### src/rtl/fsk_defs.svh
`ifndef FSK_DEFS_SVH
`define FSK_DEFS_SVH

// ~~~~~~~~~~~~~~~~~~~~~~~~~~~~~~~~~~~~~~~~~~~~~~~~~~
// clock and tones, scaled down for simulation
// ~~~~~~~~~~~~~~~~~~~~~~~~~~~~~~~~~~~~~~~~~~~~~~~~~~
`define FSK_CLOCK_HZ        1000000
`define FSK_F0_HZ           9000        // space
`define FSK_F1_HZ           11000       // mark
`define FSK_DEVIATION_PCT   10

// nominal half periods in clock cycles
`define FSK_F0_HALF         (`FSK_CLOCK_HZ / (2 * `FSK_F0_HZ))
`define FSK_F1_HALF         (`FSK_CLOCK_HZ / (2 * `FSK_F1_HZ))

// allowed deviation of one half period
`define FSK_F0_TOL          ((`FSK_F0_HALF * `FSK_DEVIATION_PCT) / 100)
`define FSK_F1_TOL          ((`FSK_F1_HALF * `FSK_DEVIATION_PCT) / 100)

// bit timing
`define FSK_BIT_CYCLES      1000
`define FSK_MIN_OCCUPANCY   500         // band 0 plus band 1 cycles per window

`endif

### src/rtl/fsk_pkg.sv
package fsk_pkg;

    // length of one tone half period in clock cycles
    typedef logic [15:0] half_period_t;

    // cycles credited to one band inside a bit window
    typedef logic [15:0] occupancy_t;

    // position inside the current bit window
    typedef logic [15:0] window_count_t;

    typedef logic [7:0] byte_t;

    typedef enum logic [1:0]
    {
        IDLE,
        DATA,
        STOP
    } deframer_state_e;

endpackage

### src/rtl/edge_sync.sv
`timescale 1ns/100ps

module edge_sync
(
    input  logic clock,
    input  logic rst_n,
    input  logic tone_in,
    output logic tone_edge
);

    logic sync_meta;    // first stage, may go metastable
    logic sync_level;
    logic prev_level;

    // ~~~~~~~~~~~~~~~~~~~~~~~~~~~~~~~~~~~~~~~~~~~~~~~~~~
    // two-flop synchronizer
    // ~~~~~~~~~~~~~~~~~~~~~~~~~~~~~~~~~~~~~~~~~~~~~~~~~~
    always_ff @(posedge clock or negedge rst_n)
    begin
        if (!rst_n)
        begin
            sync_meta  <= 1'b0;
            sync_level <= 1'b0;
        end
        else
        begin
            sync_meta  <= tone_in;
            sync_level <= sync_meta;
        end
    end

    // previous synchronized level for the edge compare
    always_ff @(posedge clock or negedge rst_n)
    begin
        if (!rst_n)
        begin
            prev_level <= 1'b0;
        end
        else
        begin
            prev_level <= sync_level;
        end
    end

    assign tone_edge = sync_level ^ prev_level;     // rising or falling

endmodule

### src/rtl/tone_analyzer.sv
`timescale 1ns/100ps
`include "fsk_defs.svh"

module tone_analyzer
(
    input  logic                clock,
    input  logic                rst_n,
    input  logic                tone_edge,
    input  logic                window_end,
    output fsk_pkg::occupancy_t occupancy_f0,
    output fsk_pkg::occupancy_t occupancy_f1
);

    fsk_pkg::half_period_t half_count;     // cycles since the last edge
    fsk_pkg::occupancy_t   credit_len;
    logic                  in_band_f0;
    logic                  in_band_f1;
    logic                  credit_f0;
    logic                  credit_f1;

    // ~~~~~~~~~~~~~~~~~~~~~~~~~~~~~~~~~~~~~~~~~~~~~~~~~~
    // half period counter
    // ~~~~~~~~~~~~~~~~~~~~~~~~~~~~~~~~~~~~~~~~~~~~~~~~~~
    always_ff @(posedge clock or negedge rst_n)
    begin
        if (!rst_n)
        begin
            half_count <= '0;
        end
        else if (tone_edge)
        begin
            half_count <= fsk_pkg::half_period_t'(1);   // edge cycle counts as the first
        end
        else if (half_count != '1)
        begin
            half_count <= half_count + 1'b1;            // holds at max without edges
        end
    end

    // ~~~~~~~~~~~~~~~~~~~~~~~~~~~~~~~~~~~~~~~~~~~~~~~~~~
    // band classification
    // ~~~~~~~~~~~~~~~~~~~~~~~~~~~~~~~~~~~~~~~~~~~~~~~~~~
    always_comb
    begin
        in_band_f0 = (half_count >= (`FSK_F0_HALF - `FSK_F0_TOL)) &&
                     (half_count <= (`FSK_F0_HALF + `FSK_F0_TOL));
        in_band_f1 = (half_count >= (`FSK_F1_HALF - `FSK_F1_TOL)) &&
                     (half_count <= (`FSK_F1_HALF + `FSK_F1_TOL));
        credit_f0  = tone_edge && in_band_f0;
        credit_f1  = tone_edge && in_band_f1;
        credit_len = half_count;
    end

    // occupancy accumulators reloaded at each window end
    always_ff @(posedge clock or negedge rst_n)
    begin
        if (!rst_n)
        begin
            occupancy_f0 <= '0;
            occupancy_f1 <= '0;
        end
        else if (window_end)
        begin
            // the slicer samples the old totals in this cycle
            occupancy_f0 <= credit_f0 ? credit_len : '0;
            occupancy_f1 <= credit_f1 ? credit_len : '0;
        end
        else
        begin
            if (credit_f0)
            begin
                occupancy_f0 <= occupancy_f0 + credit_len;
            end
            if (credit_f1)
            begin
                occupancy_f1 <= occupancy_f1 + credit_len;
            end
        end
    end

    // an edge adds at most one widest in-band half period and nothing after a stall
    property credit_bounded_p;
        @(posedge clock) disable iff (!rst_n)
        tone_edge |=>
            ($past(window_end) ?
                (occupancy_f0 + occupancy_f1) :
                (occupancy_f0 + occupancy_f1) - ($past(occupancy_f0) + $past(occupancy_f1)))
            <= (($past(half_count) == '1) ? 0 : (`FSK_F0_HALF + `FSK_F0_TOL));
    endproperty

    credit_bounded_a: assert property (credit_bounded_p)
        else $error("tone_analyzer credit out of range");

endmodule

### src/rtl/bit_slicer.sv
`timescale 1ns/100ps
`include "fsk_defs.svh"

module bit_slicer
(
    input  logic                clock,
    input  logic                rst_n,
    input  fsk_pkg::occupancy_t occupancy_f0,
    input  fsk_pkg::occupancy_t occupancy_f1,
    output logic                window_end,
    output logic                bit_strobe,
    output logic                bit_value,
    output logic                carrier
);

    fsk_pkg::window_count_t window_count;
    logic [16:0]            occ_sum;        // one bit wider, no overflow

    // ~~~~~~~~~~~~~~~~~~~~~~~~~~~~~~~~~~~~~~~~~~~~~~~~~~
    // free running bit window
    // ~~~~~~~~~~~~~~~~~~~~~~~~~~~~~~~~~~~~~~~~~~~~~~~~~~
    assign window_end = (window_count == fsk_pkg::window_count_t'(`FSK_BIT_CYCLES - 1));

    always_ff @(posedge clock or negedge rst_n)
    begin
        if (!rst_n)
        begin
            window_count <= '0;
        end
        else if (window_end)
        begin
            window_count <= '0;
        end
        else
        begin
            window_count <= window_count + 1'b1;
        end
    end

    // ~~~~~~~~~~~~~~~~~~~~~~~~~~~~~~~~~~~~~~~~~~~~~~~~~~
    // bit decision
    // ~~~~~~~~~~~~~~~~~~~~~~~~~~~~~~~~~~~~~~~~~~~~~~~~~~
    assign occ_sum = {1'b0, occupancy_f0} + {1'b0, occupancy_f1};

    always_ff @(posedge clock or negedge rst_n)
    begin
        if (!rst_n)
        begin
            bit_strobe <= 1'b0;
            bit_value  <= 1'b0;
            carrier    <= 1'b0;
        end
        else
        begin
            bit_strobe <= window_end;               // one cycle after the window closes
            if (window_end)
            begin
                carrier   <= (occ_sum >= `FSK_MIN_OCCUPANCY);
                bit_value <= (occupancy_f1 > occupancy_f0);     // ties go to space
            end
        end
    end

    // windows are far longer than one cycle
    bit_strobe_single_a: assert property (@(posedge clock) disable iff (!rst_n)
        bit_strobe |=> !bit_strobe)
        else $error("bit_slicer bit_strobe held for two cycles");

endmodule

### src/rtl/byte_deframer.sv
`timescale 1ns/100ps

module byte_deframer
(
    input  logic           clock,
    input  logic           rst_n,
    input  logic           bit_strobe,
    input  logic           bit_value,
    input  logic           carrier,
    output logic           byte_strobe,
    output fsk_pkg::byte_t byte_data,
    output logic           framing_error
);

    fsk_pkg::deframer_state_e state;
    logic [2:0]               bit_index;
    fsk_pkg::byte_t           shift_reg;

    // ~~~~~~~~~~~~~~~~~~~~~~~~~~~~~~~~~~~~~~~~~~~~~~~~~~
    // framing FSM
    // ~~~~~~~~~~~~~~~~~~~~~~~~~~~~~~~~~~~~~~~~~~~~~~~~~~
    always_ff @(posedge clock or negedge rst_n)
    begin
        if (!rst_n)
        begin
            state         <= fsk_pkg::IDLE;
            bit_index     <= '0;
            byte_strobe   <= 1'b0;
            byte_data     <= '0;
            framing_error <= 1'b0;
        end
        else
        begin
            byte_strobe   <= 1'b0;
            framing_error <= 1'b0;
            if (bit_strobe)
            begin
                case (state)
                    fsk_pkg::IDLE:
                    begin
                        if (carrier && !bit_value)      // start bit
                        begin
                            state     <= fsk_pkg::DATA;
                            bit_index <= '0;
                        end
                    end
                    fsk_pkg::DATA:
                    begin
                        if (!carrier)
                        begin
                            framing_error <= 1'b1;      // carrier lost mid frame
                            state         <= fsk_pkg::IDLE;
                        end
                        else
                        begin
                            bit_index <= bit_index + 1'b1;
                            if (bit_index == 3'd7)
                            begin
                                state <= fsk_pkg::STOP;
                            end
                        end
                    end
                    fsk_pkg::STOP:
                    begin
                        if (carrier && bit_value)
                        begin
                            byte_strobe <= 1'b1;
                            byte_data   <= shift_reg;
                        end
                        else
                        begin
                            framing_error <= 1'b1;
                        end
                        state <= fsk_pkg::IDLE;
                    end
                    default:
                    begin
                        state <= fsk_pkg::IDLE;
                    end
                endcase
            end
        end
    end

    // data arrives LSB first, so shift in from the top
    always_ff @(posedge clock)
    begin
        if (bit_strobe && state == fsk_pkg::DATA)
        begin
            shift_reg <= {bit_value, shift_reg[7:1]};
        end
    end

    strobe_exclusive_a: assert property (@(posedge clock) disable iff (!rst_n)
        !(byte_strobe && framing_error))
        else $error("byte_deframer byte and error strobes together");

endmodule

### src/rtl/fsk_demod.sv
`timescale 1ns/100ps

module fsk_demod
(
    input  logic           clock,
    input  logic           rst_n,
    input  logic           tone_in,
    output logic           byte_strobe,
    output fsk_pkg::byte_t byte_data,
    output logic           framing_error
);

    logic                tone_edge;
    logic                window_end;
    fsk_pkg::occupancy_t occupancy_f0;
    fsk_pkg::occupancy_t occupancy_f1;
    logic                bit_strobe;
    logic                bit_value;
    logic                carrier;

    // ~~~~~~~~~~~~~~~~~~~~~~~~~~~~~~~~~~~~~~~~~~~~~~~~~~
    // receive chain
    // ~~~~~~~~~~~~~~~~~~~~~~~~~~~~~~~~~~~~~~~~~~~~~~~~~~
    edge_sync i_edge_sync
    (
        .clock     (clock),
        .rst_n     (rst_n),
        .tone_in   (tone_in),
        .tone_edge (tone_edge)
    );

    tone_analyzer i_tone_analyzer
    (
        .clock        (clock),
        .rst_n        (rst_n),
        .tone_edge    (tone_edge),
        .window_end   (window_end),
        .occupancy_f0 (occupancy_f0),
        .occupancy_f1 (occupancy_f1)
    );

    bit_slicer i_bit_slicer
    (
        .clock        (clock),
        .rst_n        (rst_n),
        .occupancy_f0 (occupancy_f0),
        .occupancy_f1 (occupancy_f1),
        .window_end   (window_end),
        .bit_strobe   (bit_strobe),
        .bit_value    (bit_value),
        .carrier      (carrier)
    );

    byte_deframer i_byte_deframer
    (
        .clock         (clock),
        .rst_n         (rst_n),
        .bit_strobe    (bit_strobe),
        .bit_value     (bit_value),
        .carrier       (carrier),
        .byte_strobe   (byte_strobe),
        .byte_data     (byte_data),
        .framing_error (framing_error)
    );

endmodule

### config.mk
export PLATFORM = sky130hd
export DESIGN_NAME = fsk_demod
export DESIGN_NICKNAME = d
export VERILOG_FILES = /design/src/rtl/fsk_pkg.sv /design/src/rtl/edge_sync.sv /design/src/rtl/tone_analyzer.sv /design/src/rtl/bit_slicer.sv /design/src/rtl/byte_deframer.sv /design/src/rtl/fsk_demod.sv
export VERILOG_INCLUDE_DIRS = /design/src /design/src/rtl
export SDC_FILE = /design/constraint.sdc
export NUM_CORES = 1
export LEC_CHECK = 0
export BUFFER_PORTS_ARGS = -buffer_cell sky130_fd_sc_hd__buf_2
export CAP_MARGIN = 20
export CORE_MARGIN = 3
export CORE_UTILIZATION = 45
export DETAILED_ROUTE_END_ITERATION = 16
export PLACE_DENSITY = 0.66
export SYNTH_ARGS = -nofsm -noshare
export SYNTH_HDL_FRONTEND = slang
export SYNTH_HIERARCHICAL = 1
export SYNTH_SLANG_ARGS = --single-unit
### constraint.sdc
create_clock -name clock -period 7.4 [get_ports clock]
set_clock_uncertainty 0.15 [all_clocks]
set_input_delay 1.11 -clock clock [delete_from_list [all_inputs] [get_ports clock]]
set_output_delay 1.11 -clock clock [all_outputs]
set_load 0.1 [all_outputs]
Word-level counts from Yosys, hierarchy flattened
Cells that the tools add are included.
{"block": "totals", "wordCells": 76, "output_inout_bits": 10, "in_bits": 3, "regBits": 93}
{"block": "classes", "magnitude_cmp": 6, "mux": 23, "add_sub_neg": 6, "reduce_logical": 16, "n_bitwise": 1, "eq_ne": 8}
{"op": "two-way mux 16 bit", "n": 9}
{"op": "adder 16 x 1 -> 16 bit, second input constant", "n": 2}
{"op": "adder 16 bit", "n": 2}
{"op": "greater-or-equal comparator 16 x 6 -> 1 bit, second input constant", "n": 2}
{"op": "<= comparator 16 x 6 -> 1 bit, second input constant", "n": 2}
{"op": "adder 16 x 16 -> 17 bit", "n": 1}
{"op": "greater-or-equal comparator 17 x 9 -> 1 bit, second input constant", "n": 1}
{"op": "equality test 16 x 10 -> 1 bit, second input constant", "n": 1}
{"op": "> comparator 16 bit", "n": 1}
{"op": "inequality test 16 bit, second input constant", "n": 1}
{"op": "nonzero test 2 bit", "n": 4}
{"op": "logical AND 1 bit", "n": 7}
{"op": "two-way mux 1 bit", "n": 6}
{"op": "two-way mux 2 bit", "n": 3}
{"op": "two-way mux 3 bit", "n": 2}
{"op": "one-hot mux 3 bit (2 select lines)", "n": 1}
{"op": "AND reduction 3 bit", "n": 2}
{"op": "one-hot mux 2 bit (2 select lines)", "n": 1}
{"op": "AND reduction 4 bit", "n": 1}
{"op": "adder 3 x 1 -> 3 bit, second input constant", "n": 1}
{"op": "equality test 3 bit, second input constant", "n": 1}
{"op": "inequality test 3 x 2 -> 1 bit, second input constant", "n": 1}
{"op": "equality test 2 x 1 -> 1 bit, second input constant", "n": 1}
{"op": "equality test 2 bit, second input constant", "n": 1}
{"op": "6 further kinds", "n": 6}

Logic depth before layout (Yosys ltp)
Gate-level depths: netlist of the first run.
{"block": "depth", "ltp_word": 5, "depth_mapped": 11, "depth_no_buf": 10}

Cells and area by module
Netlist of the first run, hierarchy kept.
{"mod": "tone_analyzer", "cells_per_inst": 424, "seq_area_each_um2": 1201.2, "n_inst": 1, "area_each_um2": 3683.5}
{"mod": "bit_slicer", "cells_per_inst": 277, "seq_area_each_um2": 475.5, "n_inst": 1, "area_each_um2": 2249.7}
{"mod": "byte_deframer", "cells_per_inst": 67, "seq_area_each_um2": 615.6, "n_inst": 1, "area_each_um2": 979.7}
{"mod": "edge_sync", "cells_per_inst": 4, "seq_area_each_um2": 75.1, "n_inst": 1, "area_each_um2": 83.8}

Least setup slack after synthesis of the first run
No wires, ideal clock.
{"block": "synth_path", "path_kind": "reg-to-reg", "start": "register i_tone_analyzer.occupancy_f0[13]", "end": "register i_bit_slicer.carrier", "path_slack_ps": 4915, "stages_incl_launch_ff": 12, "period_less_slack_ps": 2485, "setup_ps": 121, "n_path_buf": 1, "arrival_time_ps": 2214, "required_time_ps": 7129, "cell_sequence": "dfrtp_1 inv_1 ha_1 buf_4 nor4_4 nand2_1 o211ai_1 o311ai_0 a2111oi_2 and4_1 nand4_1 o22a_1"}
{"block": "synth_via", "elab_chain_cells": 2}
{"element": "from (decl)", "line_no": "tone_analyzer.sv:10", "rtl": "output fsk_pkg::occupancy_t occupancy_f0,"}
{"element": "from (signal assigned)", "line_no": "tone_analyzer.sv:65", "rtl": "occupancy_f0 <= credit_f0 ? credit_len : '0;"}
{"element": "from (signal assigned)", "line_no": "tone_analyzer.sv:72", "rtl": "occupancy_f0 <= occupancy_f0 + credit_len;"}
{"element": "adder 16 x 16 -> 17 bit", "line_no": "bit_slicer.sv:43", "rtl": "assign occ_sum = {1'b0, occupancy_f0} + {1'b0, occupancy_f1};"}
{"element": "greater-or-equal comparator 17 x 9 -> 1 bit (no source line)"}
{"element": "to (signal assigned)", "line_no": "bit_slicer.sv:58", "rtl": "carrier <= (occ_sum >= `FSK_MIN_OCCUPANCY);"}
{"element": "to (decl)", "line_no": "bit_slicer.sv:13", "rtl": "output logic carrier"}
No other way between the ends.
A chain may end at the register's enable or synchronous reset.

Worst setup path after layout of the first run
{"block": "layout_path", "start": "register i_tone_analyzer.half_count[0] (netlist: i_tone_analyzer/credit_len[0])", "end": "register i_tone_analyzer.occupancy_f1[14]"}
{"block": "layout_via", "elab_chain_cells": 5, "word_cells_on_any_way": 9, "cone_classes": "add/sub (1); order compare (2); mux (3); reduce/logical (3)"}
{"element": "from (decl)", "line_no": "tone_analyzer.sv:14", "rtl": "fsk_pkg::half_period_t half_count;"}
{"element": "from (signal assigned)", "line_no": "tone_analyzer.sv:32", "rtl": "half_count <= fsk_pkg::half_period_t'(1);"}
{"element": "from (signal assigned)", "line_no": "tone_analyzer.sv:36", "rtl": "half_count <= half_count + 1'b1;"}
{"element": "greater-or-equal comparator 16 x 6 -> 1 bit or <= comparator 16 x 6 -> 1 bit (tied branches)", "line_no": "tone_analyzer.sv:47, tone_analyzer.sv:48"}
{"element": "logical AND 1 bit", "line_no": "tone_analyzer.sv:47", "rtl": "in_band_f1 = (half_count >= (`FSK_F1_HALF - `FSK_F1_TOL)) &&"}
{"element": "logical AND 1 bit", "line_no": "tone_analyzer.sv:50", "rtl": "credit_f1 = tone_edge && in_band_f1;"}
{"element": "two-way mux 16 bit", "line_no": "tone_analyzer.sv:66", "rtl": "occupancy_f1 <= credit_f1 ? credit_len : '0;"}
{"element": "two-way mux 16 bit", "line_no": "tone_analyzer.sv:62", "rtl": "else if (window_end)"}
{"element": "to (signal assigned)", "line_no": "tone_analyzer.sv:66"}
{"element": "to (signal assigned)", "line_no": "tone_analyzer.sv:76", "rtl": "occupancy_f1 <= occupancy_f1 + credit_len;"}
{"element": "to (decl)", "line_no": "tone_analyzer.sv:11", "rtl": "output fsk_pkg::occupancy_t occupancy_f1"}
Parallel ways exist; a longest one is shown, timed or not. The select of a mux whose other input is x is not followed.

==> results.json, run 1 <==
{
  "avgViaCountPerCell": 5.922,
  "rsz0062_at_grt": "no",
  "cts-root-buf": "clkbuf_16",
  "slowest_stage": "dfrtp_1",
  "crit_arrival_ns": 3.09,
  "hold_viol": 0,
  "syn_nets": 850,
  "setup_violations": 0,
  "cp_num_buf_inv": 1,
  "endpoint_kind": "flop",
  "core_sq_um": 14860,
  "drc": 0,
  "synth-seq-cells": 93,
  "synth_seq_area_share_pct": 33.83,
  "n_fill_cell": 1368,
  "drive_gt1_share_pct": 8.376,
  "nNetsFinal": 849,
  "die_w_um": 130.7,
  "p_per_area_nw_per_um2": 141.7,
  "grt_max_degree": 59,
  "avgSynthCellArea_sq_um": 9.063,
  "cts_buffers": 9,
  "place_congestion": 0.8586,
  "ir_worst_vdd_v": 0.0001462,
  "clock_sinks": 93,
  "die_area_sq_um": 17080,
  "tns_ns": 0,
  "synth_area_leader_cell": "dfrtp_1",
  "grt_use_total_pct": 19.35,
  "hold_buffers": 0,
  "period_share_pct": 40.51,
  "cts_setup_buffers": 0,
  "path_class": "flop to flop",
  "grt_pass1_wl_mm": 26.47,
  "postSynthCellCount": 772,
  "tightest_slew_ns": 0.9895,
  "leakagePower_nw": 3.515,
  "synth_warnings": 6,
  "area_growth_pct": 7.207,
  "clk_pin_slew_worst_paths_ns": 0.06,
  "vias": 5685,
  "min_from": "i_edge_sync/sync_meta",
  "cts.path.max_buffers": 2,
  "ys_types": 86,
  "routed_wirelength_mm": 15.76,
  "grt-ovfl-total": 0,
  "die_y_um": 130.7,
  "cts_tree": "yes",
  "syn-cell-area_sq_um": 6997,
  "ctsResizeCount": 0,
  "ios": 13,
  "antenna_cells": 0,
  "floorplan.rows": 44,
  "dpl.hpwl_mm": 11.68,
  "crit_path_start_kind": "flop",
  "initial_core_util_pct": 47.07,
  "yosysMostFrequentCell": "dfrtp_1",
  "reg2reg_from": "i_tone_analyzer/credit_len[0]",
  "slew_violations": 0,
  "io_buffers": 12,
  "grt_pass1_vias": 5472,
  "path_cells": "ha_1 > inv_1 > fa_1 > nor2b_1 > o2111ai_1 > a21oi_1 > o21ai_0 > a311o_1 > o32ai_1",
  "maxCapViolCount": 0,
  "status": "complete, no violations",
  "path_max_fanout": 11,
  "slew_headroom_pct": 33.53,
  "synth_top_cell_area_share_pct": 30.40,
  "cpPeakStageDelay_ns": 0.58,
  "first_pass_iters": 5,
  "ant_nets": 0,
  "required_ns": 7.49,
  "synth.area.top_cells": "dfrtp_1 (30%), ha_1 (13%), a21oi_1 (4.7%), edfxtp_1 (3.4%), nand2_1 (3.3%)",
  "routedWlPerCell_um": 16.41,
  "synth_top_flop_cell": "dfrtp_1",
  "async_reset_ff_share_pct": 91.40,
  "antenna_found_initial": 0,
  "worstSkewPairLatency_ns": 0.35,
  "drt_iter0_markers": 411,
  "cp_top_family": "compound AO/OA/AOI/OAI gates",
  "max_freq_ghz": 0.3336,
  "hold_path.class": "flop to flop",
  "startpoint": "i_tone_analyzer/credit_len[0]",
  "period_needed_ns": 2.998,
  "h-tree-depth": 3,
  "total_power_w": 0.001063,
  "synth_common_cells": "dfrtp_1 (85), ha_1 (72), a21oi_1 (66)",
  "synth_edf_count": 8
}
[final cells by class]
type | instances | area [sq um] | area share, %
multi-input cells | 599 | 4302 | 57.35
clock buffers | 13 | 271.5 | 3.620
flip-flops and latches | 93 | 2367 | 31.56
well taps | 184 | 230.2 | 3.069
clock inverters | 3 | 42.54 | 0.5671
repair buffers | 16 | 92.59 | 1.234
inverters | 52 | 195.2 | 2.602
[metal layers]
| metal | part of all wire [%] | wire (um) | GRT usage, % | vias to the layer above |
|---|---|---|---|---|
| li1 | - | - | - | 2793 |
| met1 | 46 | 7176 | 25.22 | 2716 |
| met2 | 47 | 7347 | 31.43 | 147 |
| met3 | 5.0 | 783 | 4.553 | 29 |
| met4 | 2.8 | 447 | 7.139 | 0 |
| met5 | 0 | 0 | 0 | - |
[worst reg2reg max path: stages, from the launching register on]
cell	delay, ns
dfrtp_1	0.58
ha_1	0.28
inv_1	0.07
fa_1	0.39
nor2b_1	0.24
o2111ai_1	0.22
a21oi_1	0.33
o21ai_0	0.17
a311o_1	0.33
o32ai_1	0.12
[power by group]
| part | internal (W) | switching (W) |
|---|---|---|
| Clock | 0.000291 | 0.000190 |
| Sequential | 0.000518 | 0.0000145 |
| Combinational | 0.0000177 | 0.0000314 |
[per-stage QoR]
step | utilization [%] | hold WS (ns) | setup WS, ns | instances | cell area (sq um)
2_1_floorplan | - | 0.1812 | 4.915 | 772 | 6997
3_3_place_gp | 48.35 | 0.1989 | 4.550 | 944 | 7187
3_5_place_dp | 48.35 | 0.1919 | 4.472 | 944 | 7187
4_1_cts | 50.46 | 0.2121 | 4.436 | 960 | 7501
5_1_grt | 50.46 | 0.2192 | 4.225 | 960 | 7501
6_report | 50.46 | 0.2075 | 4.402 | 960 | 7501
[worst paths after layout]
check,to,slack [ns],cells after the start
worst min-delay path,i_edge_sync/sync_level,0.21,0
max in group asynchronous,i_tone_analyzer/occupancy_f1[13],5.51,2
worst max register to register,i_tone_analyzer/occupancy_f1[14],4.40,9
min in group asynchronous,i_byte_deframer/bit_index[0],0.52,1
worst min register to register,i_edge_sync/sync_level,0.21,0
worst max-delay path,i_tone_analyzer/occupancy_f1[14],4.40,9
[cells in the final DEF, fill, tap and decap left out, drive strengths merged, types with 5 or more instances in the layout]
cell type	instances
a211oi	5
a21o	13
a21oi	67
a31oi	9
and2	5
and3	12
buf	16
clkbuf	13
dfrtp	85
edfxtp	8
ha	72
inv	52
mux2	9
mux2i	13
nand2	61
nand2b	9
nand3	25
nand4	20
nor2	55
nor2b	17
nor3	23
nor4	9
o2111ai	5
o211ai	8
o21a	5
o21ai	40
or3	5
xnor2	19
xor2	23
[logic make-up after synthesis]
family                     after synthesis  synth area share (%)
adders and majority gates               75                 13.73
DFF                                     93                 33.83
muxes                                   22                 3.362
xor gates and xnor gates                42                 5.257
and+or+nand+nor                        264                 20.60
buffers and inverters                   80                 4.774
AOI/OAI and AO/OA                      196                 18.44
Power figures use the tool's default switching activity.
==> run 2, diff against run 1 <==
clock period = 2.85 ns   (was 7.4 ns; I/O delays follow)
==> results.json, run 2 (same netlist as run 1, synthesis figures left out) <==
{
  "antenna_cells": 0,
  "ir_worst_vdd_v": 0.0002811,
  "die_area_sq_um": 17080,
  "r2r_cells": 10,
  "final_util_pct": 52.10,
  "reg2reg_slack_ns": 0.17,
  "tightest_slew_ns": 0.8473,
  "cts_buffers": 9,
  "die_w_um": 130.7,
  "required_ns": 2.99,
  "max_freq_ghz": 0.3731,
  "hold_viol": 0,
  "drt_iter0_markers": 305,
  "drive_gt1_share_pct": 12.28,
  "slowest_stage": "fa_1",
  "startpoint": "i_tone_analyzer/occupancy_f0[0]",
  "die_y_um": 130.7,
  "final_cell_mix": "dfrtp_1 (85), ha_1 (71), a21oi_1 (66), nand2_1 (61), nor2_1 (53)",
  "io_buffers": 12,
  "h-tree-depth": 3,
  "place_congestion": 0.9050,
  "cts_tree": "yes",
  "dpl_worst_slack_ns": 0.002887,
  "avgViaCountPerCell": 5.945,
  "routed_wirelength_mm": 16.68,
  "grt_max_degree": 52,
  "finalWorstSetupSlack_ns": 0.1700,
  "first_pass_iters": 5,
  "ant_nets": 0,
  "n_fill_cell": 1374,
  "final_common_cell": "dfrtp_1",
  "p_per_area_nw_per_um2": 355.6,
  "vias": 5886,
  "cpPeakStageDelay_ns": 0.43,
  "leakagePower_nw": 3.651,
  "routedWlPerCell_um": 16.85,
  "endpoint_kind": "flop",
  "core_sq_um": 14860,
  "period_share_pct": 94.03,
  "initial_core_util_pct": 47.07,
  "rsz0062_at_grt": "no",
  "maxUsedRoutingLayer": "met4",
  "path_depth": 10,
  "antenna_found_initial": 0,
  "floorplan.rows": 44,
  "crit_top_cell": "a21oi_1",
  "hold_path.class": "primary input to flop",
  "grt_pass1_wl_mm": 27.86,
  "maxCapViolCount": 0,
  "grt_pass1_vias": 5846,
  "cts-root-buf": "clkbuf_16",
  "final_cell_area_sq_um": 7744,
  "path_cells": "ha_1 > fa_1 > nand2b_1 > a211oi_2 > a21oi_1 > mux2i_1 > nor4_2 > a221oi_1 > a21oi_1 > o22a_1",
  "cp_top_family": "compound AO/OA/AOI/OAI gates",
  "ios": 13,
  "r2r-end": "i_bit_slicer/carrier",
  "period_needed_ns": 2.680,
  "multi_input_area_sq_um": 4317,
  "drc": 0,
  "grt-ovfl-total": 0,
  "slew_violations": 0,
  "nNetsFinal": 879,
  "worstSkewPairLatency_ns": 0.35,
  "cp_num_buf_inv": 0,
  "postPlaceCellArea_sq_um": 7410,
  "clock_sinks": 93,
  "path_max_fanout": 4,
  "register_area_sq_um": 2367,
  "routed-wl-met3_um": 673,
  "cts.path.max_buffers": 2,
  "met2_length_mm": 8.109,
  "dpl.hpwl_mm": 12.76,
  "crit_arrival_ns": 2.82,
  "crit_end": "i_bit_slicer/carrier",
  "area_growth_pct": 10.68,
  "path_class": "flop to flop",
  "wl_met1_mm": 7.528,
  "grt_use_total_pct": 20.47,
  "clk_pin_slew_worst_paths_ns": 0.07,
  "setup_violations": 0,
  "status": "complete, no violations",
  "slew_headroom_pct": 43.21,
  "total_power_w": 0.002754,
  "reg2reg_from": "i_tone_analyzer/occupancy_f0[0]",
  "crit_path_start_kind": "flop",
  "tns_ns": 0
}
## run 2: what timing repair did
| item | CTS | global route |
|---|---|---|
| hold buffers | 1 | 0 |
| pin swaps | 0 | 2 |
| setup endpoints to repair | 1 | 1 |
| buffers inserted | 0 | 1 |
| endpoints found under the hold margin | 34 | 0 |
| cloned | 0 | 0 |
| gates resized for setup | 1 | 2 |
## run 2: routing by layer
metal	up-vias	global-route usage, %
met1	2854	25.93
li1	2860	-
met3	34	3.659
met2	138	35.54
met4	0	6.413
met5	-	0
## run 2: report_power, final
group	total (W)	switching, W	internal, W
sequential	0.00136	0.0000160	0.00135
clock	0.00122	0.000517	0.000700
combinational	0.000174	0.000114	0.0000605
## run 2: through the flow
| stage | instances | hold slack, ns |
|---|---|---|
| global placement | 972 | 0.1922 |
| global route | 990 | 0.02495 |
| detailed placement | 972 | 0.1950 |
| CTS | 989 | 0.01588 |
| finish | 990 | 0.03089 |
| floorplan | 772 | -0.01809 |
## run 2: worst reg2reg max path: stages, from the launching register on
cell and delay, ns:
dfrtp_1 0.42, ha_1 0.25, fa_1 0.43, nand2b_1 0.16, a211oi_2 0.12, a21oi_1 0.16, mux2i_1 0.10, nor4_2 0.31
a221oi_1 0.14, a21oi_1 0.21, o22a_1 0.17
## run 2: final cells by class
class,instances,share of cell area [%]
multi-input cells,599,55.74
flip-flops and latches,93,30.57
repair buffers,46,4.298
clock buffers,10,3.086
well taps,184,2.973
inverters,52,2.521
clock inverters,6,0.8079
## run 2: how the worst min path moves through the flow
| stage | slack, ns | start | to | cells after the start |
|---|---|---|---|---|
| 3_5_place_dp | 0.19 | i_edge_sync/sync_meta | i_edge_sync/sync_level | 0 |
| 6_report | 0.03 | tone_in | i_edge_sync/sync_meta | 1 |
| 4_1_cts | 0.02 | tone_in | i_edge_sync/sync_meta | 1 |
| 5_1_grt | 0.02 | tone_in | i_edge_sync/sync_meta | 1 |
| 2_1_floorplan | -0.02 | rst_n | i_bit_slicer/bit_strobe | 0 |
| 3_3_place_gp | 0.19 | i_edge_sync/sync_meta | i_edge_sync/sync_level | 0 |
